`config.mk`:
```
export PLATFORM = sky130hd
export DESIGN_NAME = spi_map_top
export DESIGN_NICKNAME = d
export VERILOG_FILES = /design/src/spi_map_pkg.sv /design/src/spi_reg_pkg.sv /design/src/spi_bus_if.sv /design/src/spi_apb_regs.sv /design/src/spi_shift_engine.sv /design/src/spi_bank_router.sv /design/src/spi_bank_port.sv /design/src/spi_map_top.sv
export SDC_FILE = /design/constraint.sdc
export NUM_CORES = 1
export LEC_CHECK = 0
export ABC_CLOCK_PERIOD_IN_PS = 1650
export BUFFER_PORTS_ARGS = -buffer_cell sky130_fd_sc_hd__clkbuf_2
export CAP_MARGIN = 10
export CORE_MARGIN = 1.5
export CORE_UTILIZATION = 47
export CTS_CLUSTER_SIZE = 28
export DETAILED_ROUTE_END_ITERATION = 7
export PLACE_DENSITY_LB_ADDON = 0.12
export SYNTH_ARGS = -nofsm -noshare
export SYNTH_HDL_FRONTEND = slang
export SYNTH_HIERARCHICAL = 1
export SYNTH_SLANG_ARGS = --single-unit
```
`constraint.sdc`:
```
create_clock -name clk -period 1.65 [get_ports clk]
set_input_delay 0.0825 -clock clk [delete_from_list [all_inputs] [get_ports clk]]
set_output_delay 0.0825 -clock clk [all_outputs]
set_load 0.01 [all_outputs]
```
`src/spi_map_pkg.sv`:
```
// ----------------------------------------------------------
// SPI fan-out map definitions
// Bank numbering, per-bank line widths, idle pin levels and
// the shift engine state encoding
// ----------------------------------------------------------

package spi_map_pkg;

    localparam int NUM_BANKS = 4;           // PA, two TX DSA groups, ORX
    localparam int BANK_W    = 2;           // Bank select field width
    localparam int LE_WIDTH  = 8;           // Latch enables per bank

    // Idle levels, everything parks high
    localparam logic                SCLK_IDLE = 1'b1;   // Mode 3 clock idles high
    localparam logic                MOSI_IDLE = 1'b1;
    localparam logic [LE_WIDTH-1:0] LE_IDLE   = {LE_WIDTH{1'b1}};

    typedef enum logic [BANK_W-1:0] {
        bank_pa      = 2'd0,                // Power amplifier board
        bank_tx_low  = 2'd1,                // TX attenuators 1..4
        bank_tx_high = 2'd2,                // TX attenuators 5..8, write only
        bank_orx     = 2'd3                 // Observation receiver
    } bank_e;

    typedef enum logic [1:0] {st_idle, st_setup, st_shift, st_hold} eng_state_e;

endpackage

```
`src/spi_reg_pkg.sv`:
```
// ----------------------------------------------------------
// SPI fan-out register map
// APB offsets and control/status field layout
// ----------------------------------------------------------

package spi_reg_pkg;

    localparam int APB_ADDR_W = 4;          // 16 byte register window
    localparam int APB_DATA_W = 32;

    localparam int DATA_W   = 8;            // One byte per transfer
    localparam int CS_IDX_W = 3;            // Selects one of eight LE lines

    // Control register fields
    localparam int CTRL_BANK_LSB = 0;       // Bank select at [1:0]
    localparam int CTRL_CS_LSB   = 4;       // Chip-select index at [6:4]

    // Status register fields
    localparam int STAT_BUSY_BIT = 0;

    typedef enum logic [APB_ADDR_W-1:0] {
        reg_ctrl   = 4'h0,                  // Bank and chip-select index
        reg_tx     = 4'h4,                  // Write starts a transfer
        reg_rx     = 4'h8,                  // Last received byte
        reg_status = 4'hC                   // Busy flag
    } reg_addr_e;

endpackage

```
`src/spi_bus_if.sv`:
```
// ----------------------------------------------------------
// SPI bus bundle
// Clock, data out, active low selects and data in
// ----------------------------------------------------------

interface spi_bus_if;

    logic                             sclk;
    logic                             mosi;
    logic [spi_map_pkg::LE_WIDTH-1:0] ss_n;     // One line per device, active low
    logic                             miso;

    // Drives the lines, gets the reply
    modport master (output sclk, output mosi, output ss_n, input miso);

    // Receives the lines, returns the reply
    modport slave (input sclk, input mosi, input ss_n, output miso);

endinterface

```
`src/spi_apb_regs.sv`:
```
// ----------------------------------------------------------
// SPI fan-out APB register block
// Control, transmit, receive and status registers, zero
// wait state, error response on bad address or on a
// transmit write while a transfer is running
// ----------------------------------------------------------

module spi_apb_regs (
    input  logic                                 clk,
    input  logic                                 arst_n,
    input  logic [spi_reg_pkg::APB_ADDR_W-1:0]   paddr,
    input  logic                                 psel,
    input  logic                                 penable,
    input  logic                                 pwrite,
    input  logic [spi_reg_pkg::APB_DATA_W-1:0]   pwdata,
    output logic [spi_reg_pkg::APB_DATA_W-1:0]   prdata,
    output logic                                 pready,
    output logic                                 pslverr,
    output spi_map_pkg::bank_e                   bank_sel,
    output logic [spi_reg_pkg::CS_IDX_W-1:0]     cs_idx,
    output logic [spi_reg_pkg::DATA_W-1:0]       tx_data,
    output logic                                 start,
    input  logic [spi_reg_pkg::DATA_W-1:0]       rx_data,
    input  logic                                 done
);

    spi_reg_pkg::reg_addr_e          addr;
    logic                            access;        // APB access phase
    logic                            addr_ok;
    logic                            ctrl_wr;
    logic                            tx_wr;         // Accepted transmit write
    logic                            busy;
    logic [spi_reg_pkg::DATA_W-1:0]  rx_q;

    assign addr   = spi_reg_pkg::reg_addr_e'(paddr);
    assign access = psel & penable;
    assign pready = 1'b1;                           // Never stalls

    always_comb begin
        case (addr)
            spi_reg_pkg::reg_ctrl,
            spi_reg_pkg::reg_tx,
            spi_reg_pkg::reg_rx,
            spi_reg_pkg::reg_status: addr_ok = 1'b1;
            default:                 addr_ok = 1'b0;
        endcase
    end

    assign ctrl_wr = access & pwrite & (addr == spi_reg_pkg::reg_ctrl);
    assign tx_wr   = access & pwrite & (addr == spi_reg_pkg::reg_tx) & ~busy;
    assign pslverr = access & (~addr_ok | (pwrite & (addr == spi_reg_pkg::reg_tx) & busy));

    // Control register and transfer tracking
    always_ff @(posedge clk or negedge arst_n) begin
        if (!arst_n) begin
            bank_sel <= spi_map_pkg::bank_pa;
            cs_idx   <= '0;
            start    <= 1'b0;
            busy     <= 1'b0;
        end else begin
            start <= tx_wr;                         // Engine sees it next cycle
            if (ctrl_wr) begin
                bank_sel <= spi_map_pkg::bank_e'(pwdata[spi_reg_pkg::CTRL_BANK_LSB +:
                                                        spi_map_pkg::BANK_W]);
                cs_idx   <= pwdata[spi_reg_pkg::CTRL_CS_LSB +: spi_reg_pkg::CS_IDX_W];
            end
            if (tx_wr)
                busy <= 1'b1;
            else if (done)
                busy <= 1'b0;                       // Clears with the rx update
        end
    end

    // Payload bytes
    always_ff @(posedge clk) begin
        if (tx_wr)
            tx_data <= pwdata[spi_reg_pkg::DATA_W-1:0];
        if (done)
            rx_q <= rx_data;
    end

    // Read mux
    always_comb begin
        prdata = '0;
        case (addr)
            spi_reg_pkg::reg_ctrl: begin
                prdata[spi_reg_pkg::CTRL_BANK_LSB +: spi_map_pkg::BANK_W] = bank_sel;
                prdata[spi_reg_pkg::CTRL_CS_LSB +: spi_reg_pkg::CS_IDX_W]  = cs_idx;
            end
            spi_reg_pkg::reg_tx:     prdata[spi_reg_pkg::DATA_W-1:0] = tx_data;
            spi_reg_pkg::reg_rx:     prdata[spi_reg_pkg::DATA_W-1:0] = rx_q;
            spi_reg_pkg::reg_status: prdata[spi_reg_pkg::STAT_BUSY_BIT] = busy;
            default:                 prdata = '0;
        endcase
    end

endmodule

```
`src/spi_shift_engine.sv`:
```
// ----------------------------------------------------------
// SPI mode 3 byte shift engine
// Divided SCLK, one-hot active low select, MSB first out on
// falling edges, one shared shift register for in and out
// ----------------------------------------------------------

module spi_shift_engine #(
    parameter int CLK_DIV = 4                       // Sys cycles per SCLK half period
) (
    input  logic                              clk,
    input  logic                              arst_n,
    input  logic                              start,
    input  logic [spi_reg_pkg::CS_IDX_W-1:0]  cs_idx,
    input  logic [spi_reg_pkg::DATA_W-1:0]    tx_data,
    output logic                              done,
    output logic [spi_reg_pkg::DATA_W-1:0]    rx_data,
    spi_bus_if.master                         bus
);

    localparam int DIV_W     = $clog2(CLK_DIV + 1);
    localparam int HALFS     = 2 * spi_reg_pkg::DATA_W;    // Half periods per byte
    localparam int HALF_W    = $clog2(HALFS);

    spi_map_pkg::eng_state_e             state;
    logic [DIV_W-1:0]                    div_cnt;
    logic                                div_last;
    logic [HALF_W-1:0]                   half_cnt;       // Bit counter in half periods
    logic [spi_reg_pkg::DATA_W-1:0]      shreg;          // Out at MSB, in at LSB
    logic                                sclk_q;
    logic                                mosi_q;
    logic [spi_map_pkg::LE_WIDTH-1:0]    ss_n_q;

    assign div_last = (div_cnt == DIV_W'(CLK_DIV - 1));

    always_ff @(posedge clk or negedge arst_n) begin
        if (!arst_n) begin
            state    <= spi_map_pkg::st_idle;
            div_cnt  <= '0;
            half_cnt <= '0;
            sclk_q   <= spi_map_pkg::SCLK_IDLE;
            mosi_q   <= spi_map_pkg::MOSI_IDLE;
            ss_n_q   <= spi_map_pkg::LE_IDLE;
        end else begin
            div_cnt <= div_last ? '0 : div_cnt + 1'b1;
            case (state)
                spi_map_pkg::st_idle: begin
                    div_cnt <= '0;                          // Phase starts clean
                    if (start) begin
                        state  <= spi_map_pkg::st_setup;
                        ss_n_q <= ~(spi_map_pkg::LE_WIDTH'(1) << cs_idx);
                    end
                end
                spi_map_pkg::st_setup: begin                // CS low, SCLK still high
                    if (div_last) begin
                        state    <= spi_map_pkg::st_shift;
                        half_cnt <= '0;
                        sclk_q   <= 1'b0;                   // First falling edge
                        mosi_q   <= shreg[spi_reg_pkg::DATA_W-1];
                    end
                end
                spi_map_pkg::st_shift: begin
                    if (div_last) begin
                        half_cnt <= half_cnt + 1'b1;
                        if (!sclk_q) begin
                            sclk_q <= 1'b1;                 // Rising edge
                        end else if (half_cnt == HALF_W'(HALFS - 1)) begin
                            state <= spi_map_pkg::st_hold;  // Last bit, SCLK stays high
                        end else begin
                            sclk_q <= 1'b0;
                            mosi_q <= shreg[spi_reg_pkg::DATA_W-2];
                        end
                    end
                end
                spi_map_pkg::st_hold: begin
                    if (div_last) begin
                        state  <= spi_map_pkg::st_idle;
                        ss_n_q <= spi_map_pkg::LE_IDLE;     // Deselect with done
                        mosi_q <= spi_map_pkg::MOSI_IDLE;
                    end
                end
                default: state <= spi_map_pkg::st_idle;
            endcase
        end
    end

    // Payload shifter, load on start, sample at end of each high phase
    // so the bank port delay on SCLK is covered
    always_ff @(posedge clk) begin
        if (state == spi_map_pkg::st_idle && start)
            shreg <= tx_data;
        else if (state == spi_map_pkg::st_shift && div_last && sclk_q)
            shreg <= {shreg[spi_reg_pkg::DATA_W-2:0], bus.miso};
    end

    assign done    = (state == spi_map_pkg::st_hold) && div_last;
    assign rx_data = shreg;                         // Full rx byte during hold

    assign bus.sclk = sclk_q;
    assign bus.mosi = mosi_q;
    assign bus.ss_n = ss_n_q;

endmodule

```
`src/spi_bank_router.sv`:
```
// ----------------------------------------------------------
// SPI bank router
// Steers the engine bus to the selected bank, parks other
// banks high and muxes back the selected MISO
// ----------------------------------------------------------

module spi_bank_router #(
    parameter logic [spi_map_pkg::NUM_BANKS-1:0] MISO_MASK = '0   // Set bit, MISO not wired
) (
    input  spi_map_pkg::bank_e  bank_sel,
    spi_bus_if.slave            eng,
    spi_bus_if.master           banks [spi_map_pkg::NUM_BANKS]
);

    logic [spi_map_pkg::NUM_BANKS-1:0] miso_vec;    // Per bank, after masking

    for (genvar b = 0; b < spi_map_pkg::NUM_BANKS; b++) begin : g_bank
        logic hit;

        assign hit = (bank_sel == spi_map_pkg::bank_e'(b));

        assign banks[b].sclk = hit ? eng.sclk : spi_map_pkg::SCLK_IDLE;
        assign banks[b].mosi = hit ? eng.mosi : spi_map_pkg::MOSI_IDLE;
        assign banks[b].ss_n = hit ? eng.ss_n : spi_map_pkg::LE_IDLE;

        // Write-only banks read back as ones
        assign miso_vec[b] = MISO_MASK[b] ? 1'b1 : banks[b].miso;
    end

    assign eng.miso = miso_vec[bank_sel];

endmodule

```
`src/spi_bank_port.sv`:
```
// ----------------------------------------------------------
// SPI bank port
// Registered pin stage for one bank, parks high when the
// bank is not selected, MISO passes straight up
// ----------------------------------------------------------

module spi_bank_port #(
    parameter int BANK_ID = 0
) (
    input  logic                              clk,
    input  logic                              arst_n,
    input  spi_map_pkg::bank_e                bank_sel,
    spi_bus_if.slave                          up,
    output logic                              pin_sclk,
    output logic                              pin_mosi,
    output logic [spi_map_pkg::LE_WIDTH-1:0]  pin_le,
    input  logic                              pin_miso
);

    logic active;

    assign active = (bank_sel == spi_map_pkg::bank_e'(BANK_ID));

    // One clock of delay, flops keep the pins clean on bank switches
    always_ff @(posedge clk or negedge arst_n) begin
        if (!arst_n) begin
            pin_sclk <= spi_map_pkg::SCLK_IDLE;
            pin_mosi <= spi_map_pkg::MOSI_IDLE;
            pin_le   <= spi_map_pkg::LE_IDLE;
        end else begin
            pin_sclk <= active ? up.sclk : spi_map_pkg::SCLK_IDLE;
            pin_mosi <= active ? up.mosi : spi_map_pkg::MOSI_IDLE;
            pin_le   <= active ? up.ss_n : spi_map_pkg::LE_IDLE;
        end
    end

    assign up.miso = pin_miso;                      // No delay on the way back

endmodule

```
`src/spi_map_top.sv`:
```
// ----------------------------------------------------------
// SPI fan-out subsystem top
// APB registers, shift engine, bank router and one
// registered pin port per device bank
// ----------------------------------------------------------

module spi_map_top #(
    parameter int                                CLK_DIV   = 4,
    parameter logic [spi_map_pkg::NUM_BANKS-1:0] MISO_MASK =
        spi_map_pkg::NUM_BANKS'(1) << spi_map_pkg::bank_tx_high    // TX high group is write only
) (
    input  logic                                  clk,
    input  logic                                  arst_n,
    input  logic [spi_reg_pkg::APB_ADDR_W-1:0]    paddr,
    input  logic                                  psel,
    input  logic                                  penable,
    input  logic                                  pwrite,
    input  logic [spi_reg_pkg::APB_DATA_W-1:0]    pwdata,
    output logic [spi_reg_pkg::APB_DATA_W-1:0]    prdata,
    output logic                                  pready,
    output logic                                  pslverr,
    output logic [spi_map_pkg::NUM_BANKS-1:0]     bank_sclk,
    output logic [spi_map_pkg::NUM_BANKS-1:0]     bank_mosi,
    output logic [spi_map_pkg::NUM_BANKS-1:0][spi_map_pkg::LE_WIDTH-1:0] bank_le,
    input  logic [spi_map_pkg::NUM_BANKS-1:0]     bank_miso
);

    spi_map_pkg::bank_e                bank_sel;
    logic [spi_reg_pkg::CS_IDX_W-1:0]  cs_idx;
    logic [spi_reg_pkg::DATA_W-1:0]    tx_data;
    logic [spi_reg_pkg::DATA_W-1:0]    rx_data;
    logic                              start;
    logic                              done;

    spi_bus_if eng_bus ();                          // Engine to router
    spi_bus_if bank_bus [spi_map_pkg::NUM_BANKS] ();   // Router to each port

    spi_apb_regs u_regs (
        .clk      (clk),      .arst_n  (arst_n),
        .paddr    (paddr),    .psel    (psel),
        .penable  (penable),  .pwrite  (pwrite),
        .pwdata   (pwdata),   .prdata  (prdata),
        .pready   (pready),   .pslverr (pslverr),
        .bank_sel (bank_sel), .cs_idx  (cs_idx),
        .tx_data  (tx_data),  .start   (start),
        .rx_data  (rx_data),  .done    (done)
    );

    spi_shift_engine #(.CLK_DIV(CLK_DIV)) u_engine (
        .clk     (clk),     .arst_n  (arst_n),
        .start   (start),   .cs_idx  (cs_idx),
        .tx_data (tx_data), .done    (done),
        .rx_data (rx_data), .bus     (eng_bus)
    );

    spi_bank_router #(.MISO_MASK(MISO_MASK)) u_router (
        .bank_sel (bank_sel),
        .eng      (eng_bus),
        .banks    (bank_bus)
    );

    for (genvar b = 0; b < spi_map_pkg::NUM_BANKS; b++) begin : g_port
        spi_bank_port #(.BANK_ID(b)) u_port (
            .clk      (clk),          .arst_n   (arst_n),
            .bank_sel (bank_sel),     .up       (bank_bus[b]),
            .pin_sclk (bank_sclk[b]), .pin_mosi (bank_mosi[b]),
            .pin_le   (bank_le[b]),   .pin_miso (bank_miso[b])
        );
    end

endmodule

```
==> results.cfg <==
[worst_setup_path]
required_ns = 1.57
crit_arrival_ns = 1.60
timing.critical_path.cells = buf_12 > mux4_2 > nor2b_1 > clkbuf_2
timing.critical_path.to_type = output port
rr_worst_depth = 5
worst_setup_path_startpoint = u_regs/bank_sel[0]$_DFFE_PN0P_
startpoint_type = flop
crit_path_max_fanout = 2
crit_path_end = prdata[0]
critical_path.slowest_cell = mux4_2
timing.critical_path.max_delay_family = multiplexers
reg_to_reg_slack_setup_ns = -0.03
worstSetupPathDepth = 4
timing.critical_path.slowest_cell_delay_ns = 0.44
critical_path_class = reg -> out
timing.rr.start = u_regs/bank_sel[0]$_DFFE_PN0P_
worst-path-buf-inv = 2
rr_endpoint = u_engine/rx_data[0]$_DFFE_PP_

[floorplanning]
std_cell_rows = 34
floorplan.die.height_um = 98.25
floorplan.initialDensity_pct = 48.66
design.core.area_mm2 = 0.008763
pin_count = 119
floorplan.die_area_mm2 = 0.009653
overall_die_width_um = 98.25

[power_and_ir_drop]
sequentialPowerShare_pct = 43.9
sw_frac_of_total_pct = 31.09
report.power.total_mw = 6.672
switching_power_mw = 2.075
cellLeakagePower_nw = 2.158
power.density_cell_area_mw_per_mm2 = 1249
cellInternalPower_mw = 4.598
power.ir.vdd_worst_uv = 723.2
comb_power_share_pct = 34.1
clkPwrFrac_pct = 22.0

[layout]
post-route-cell-area_mm2 = 0.005344
seqCellArea_mm2 = 0.002445
flow.area_growth_from_synthesis_pct = 25.32
multi_input_area_mm2 = 0.001679
n_antenna_cell = 0
final_common_cell = clkbuf_2
stdcell_count = 565
final_layout_size_suffix_gt1_share_pct = 48.80
layout.filler_cells = 721
final_cell_mix = clkbuf_2, dfstp_2, buf_4
num-nets-final = 504

[sta]
setup_viol = 2
report.final.slew_viol_count = 0
timing.final.crit_share_pct = 102.2
worst-slew-pin-transition_ns = 0.5186
maximum_clock_rate_mhz = 593.0
timing.max_slew.rel_slack_pct = 65.43
worst_slack_ns = -0.03625
hold_viol = 0
worst_hold_slack_ns = 0.05142
grt_setup_unrepaired = yes
time_the_worst_path_needs_with_i_o_delays_and_setup_ns = 1.686
clock_skew_ns = 0.006960

[placement]
post-place-cells = 528
gp_congestion = 0.8259
port_buffers = 68
hpwl_um = 5536
dpl_cell_area_mm2 = 0.004801

[job]
cap_violations = 0

[routing]
postRouteWirelength_um = 8447
routed_via_density = 4.963
dr.pass1.iters = 4
route.vias.total = 2804
wl_per_cell_um = 14.95
drtAntennaViolNets = 0
drcViolationCount = 0
detail_route.iter0.violations = 66

[grt]
grt_antenna_before_repair = 0
globalRoute.totalOverflow = 0
grt_pass1_wl_um = 13890
grt_pass1_vias = 2810
largest_net_degree_at_the_start_of_global_routing = 28
gr_util_all_layers_pct = 18.39

[synthesis]
syn_area_mm2 = 0.004264
syn_inst = 343
syn_area_per_cell_um2 = 12.43
yosysWarningCount = 6

[cts]
cts_htree_levels = 3
cts-root-buf = clkbuf_8
clkLatencyLatePin_ns = 0.35
clock_slew_at_reported_path_ffs_ns = 0.09
cts.sink_count = 90
clockBufferDepth = 2
tritoncts.num_buffers = 9
clock_tree_from_tritoncts = yes

[hold_path]
hold_path.class = in -> reg

[run_status]
status = finished, violations left
failed_checks = negative setup slack
-- layer usage --
metal / share of wire, % / wire length, um / GRT usage, % / vias to the layer above
li1: - / - / - / 1364
met1: 42 / 3566 / 23.00 / 1369
met2: 53 / 4465 / 31.03 / 65
met3: 4.0 / 339 / 5.512 / 6
met4: 0.90 / 76 / 5.309 / 0
met5: 0 / 0 / 0 / -
-- power by group through the flow --
stage	Combinational, mW	Sequential [mW]	Clock (mW)
floorplan	1.18	2.94	0
global placement	1.72	2.95	0
detailed placement	1.77	2.96	0
CTS	2.02	2.91	1.54
global route	2.49	2.98	1.63
finish	2.28	2.93	1.47
-- area by class of cell --
class	count	share of cell area [%]
clock inverter	5	1.171
sequential	90	45.75
inverter	2	0.1873
clock buffer	10	2.412
multi-input combinational	232	31.42
tap	108	2.529
timing repair buffer	118	16.53
-- per-stage QoR --
| step | setup TNS (ns) | utilization [%] | setup slack (ns) |
|---|---|---|---|
| floorplan | 0 | - | 0.01662 |
| global placement | 0 | 54.78 | 0.03920 |
| detailed placement | -0.02757 | 54.78 | -0.01388 |
| finish | -0.06350 | 60.98 | -0.03625 |
| CTS | -0.1072 | 59.92 | -0.06182 |
| global route | -0.2880 | 60.98 | -0.1169 |
-- worst reg2reg max path, stage by stage, from the launching register on --
cell	delay [ns]
dfrtp_2	0.43
buf_4	0.16
buf_4	0.14
mux2_2	0.27
o22a_1	0.17
mux2_2	0.27
-- registers in the layout, summed over array words and instances (netlist names) --
signal                  flops
g_port.u_port/pin_le       32
g_port.u_port/pin_mosi      4
g_port.u_port/pin_sclk      4
u_engine/bus.mosi           1
u_engine/bus.sclk           1
u_engine/bus.ss_n           8
u_engine/div_cnt            3
u_engine/half_cnt           4
u_engine/rx_data            8
u_engine/state              2
u_regs/bank_sel             2
u_regs/busy                 1
u_regs/cs_idx               3
u_regs/rx_q                 8
u_regs/start                1
u_regs/tx_data              8
-- worst min path at each step --
stage | start | end | slack, ns | cells after the start
after floorplan | arst_n | u_engine/div_cnt[0]$_DFF_PN0_ | -0.21 | 0
after global placement | arst_n | u_regs/cs_idx[0]$_DFFE_PN0P_ | 0.08 | 1
after detailed placement | arst_n | u_regs/cs_idx[1]$_DFFE_PN0P_ | 0.09 | 1
after CTS | pwrite | u_regs/busy$_DFFE_PN0P_ | 0.03 | 3
after global routing | pwrite | u_regs/busy$_DFFE_PN0P_ | 0.05 | 3
final | pwrite | u_regs/busy$_DFFE_PN0P_ | 0.05 | 3
-- what timing repair did --
action                                  in CTS  in global routing
buffers inserted                             8                  2
pin swaps                                    3                  3
hold buffers                                 9                  0
hold endpoints to repair                    18                  0
gates resized for setup                     11                 17
cloned                                       2                  1
endpoints found under the setup margin      12                 40
(Power assumes the default switching activity.)
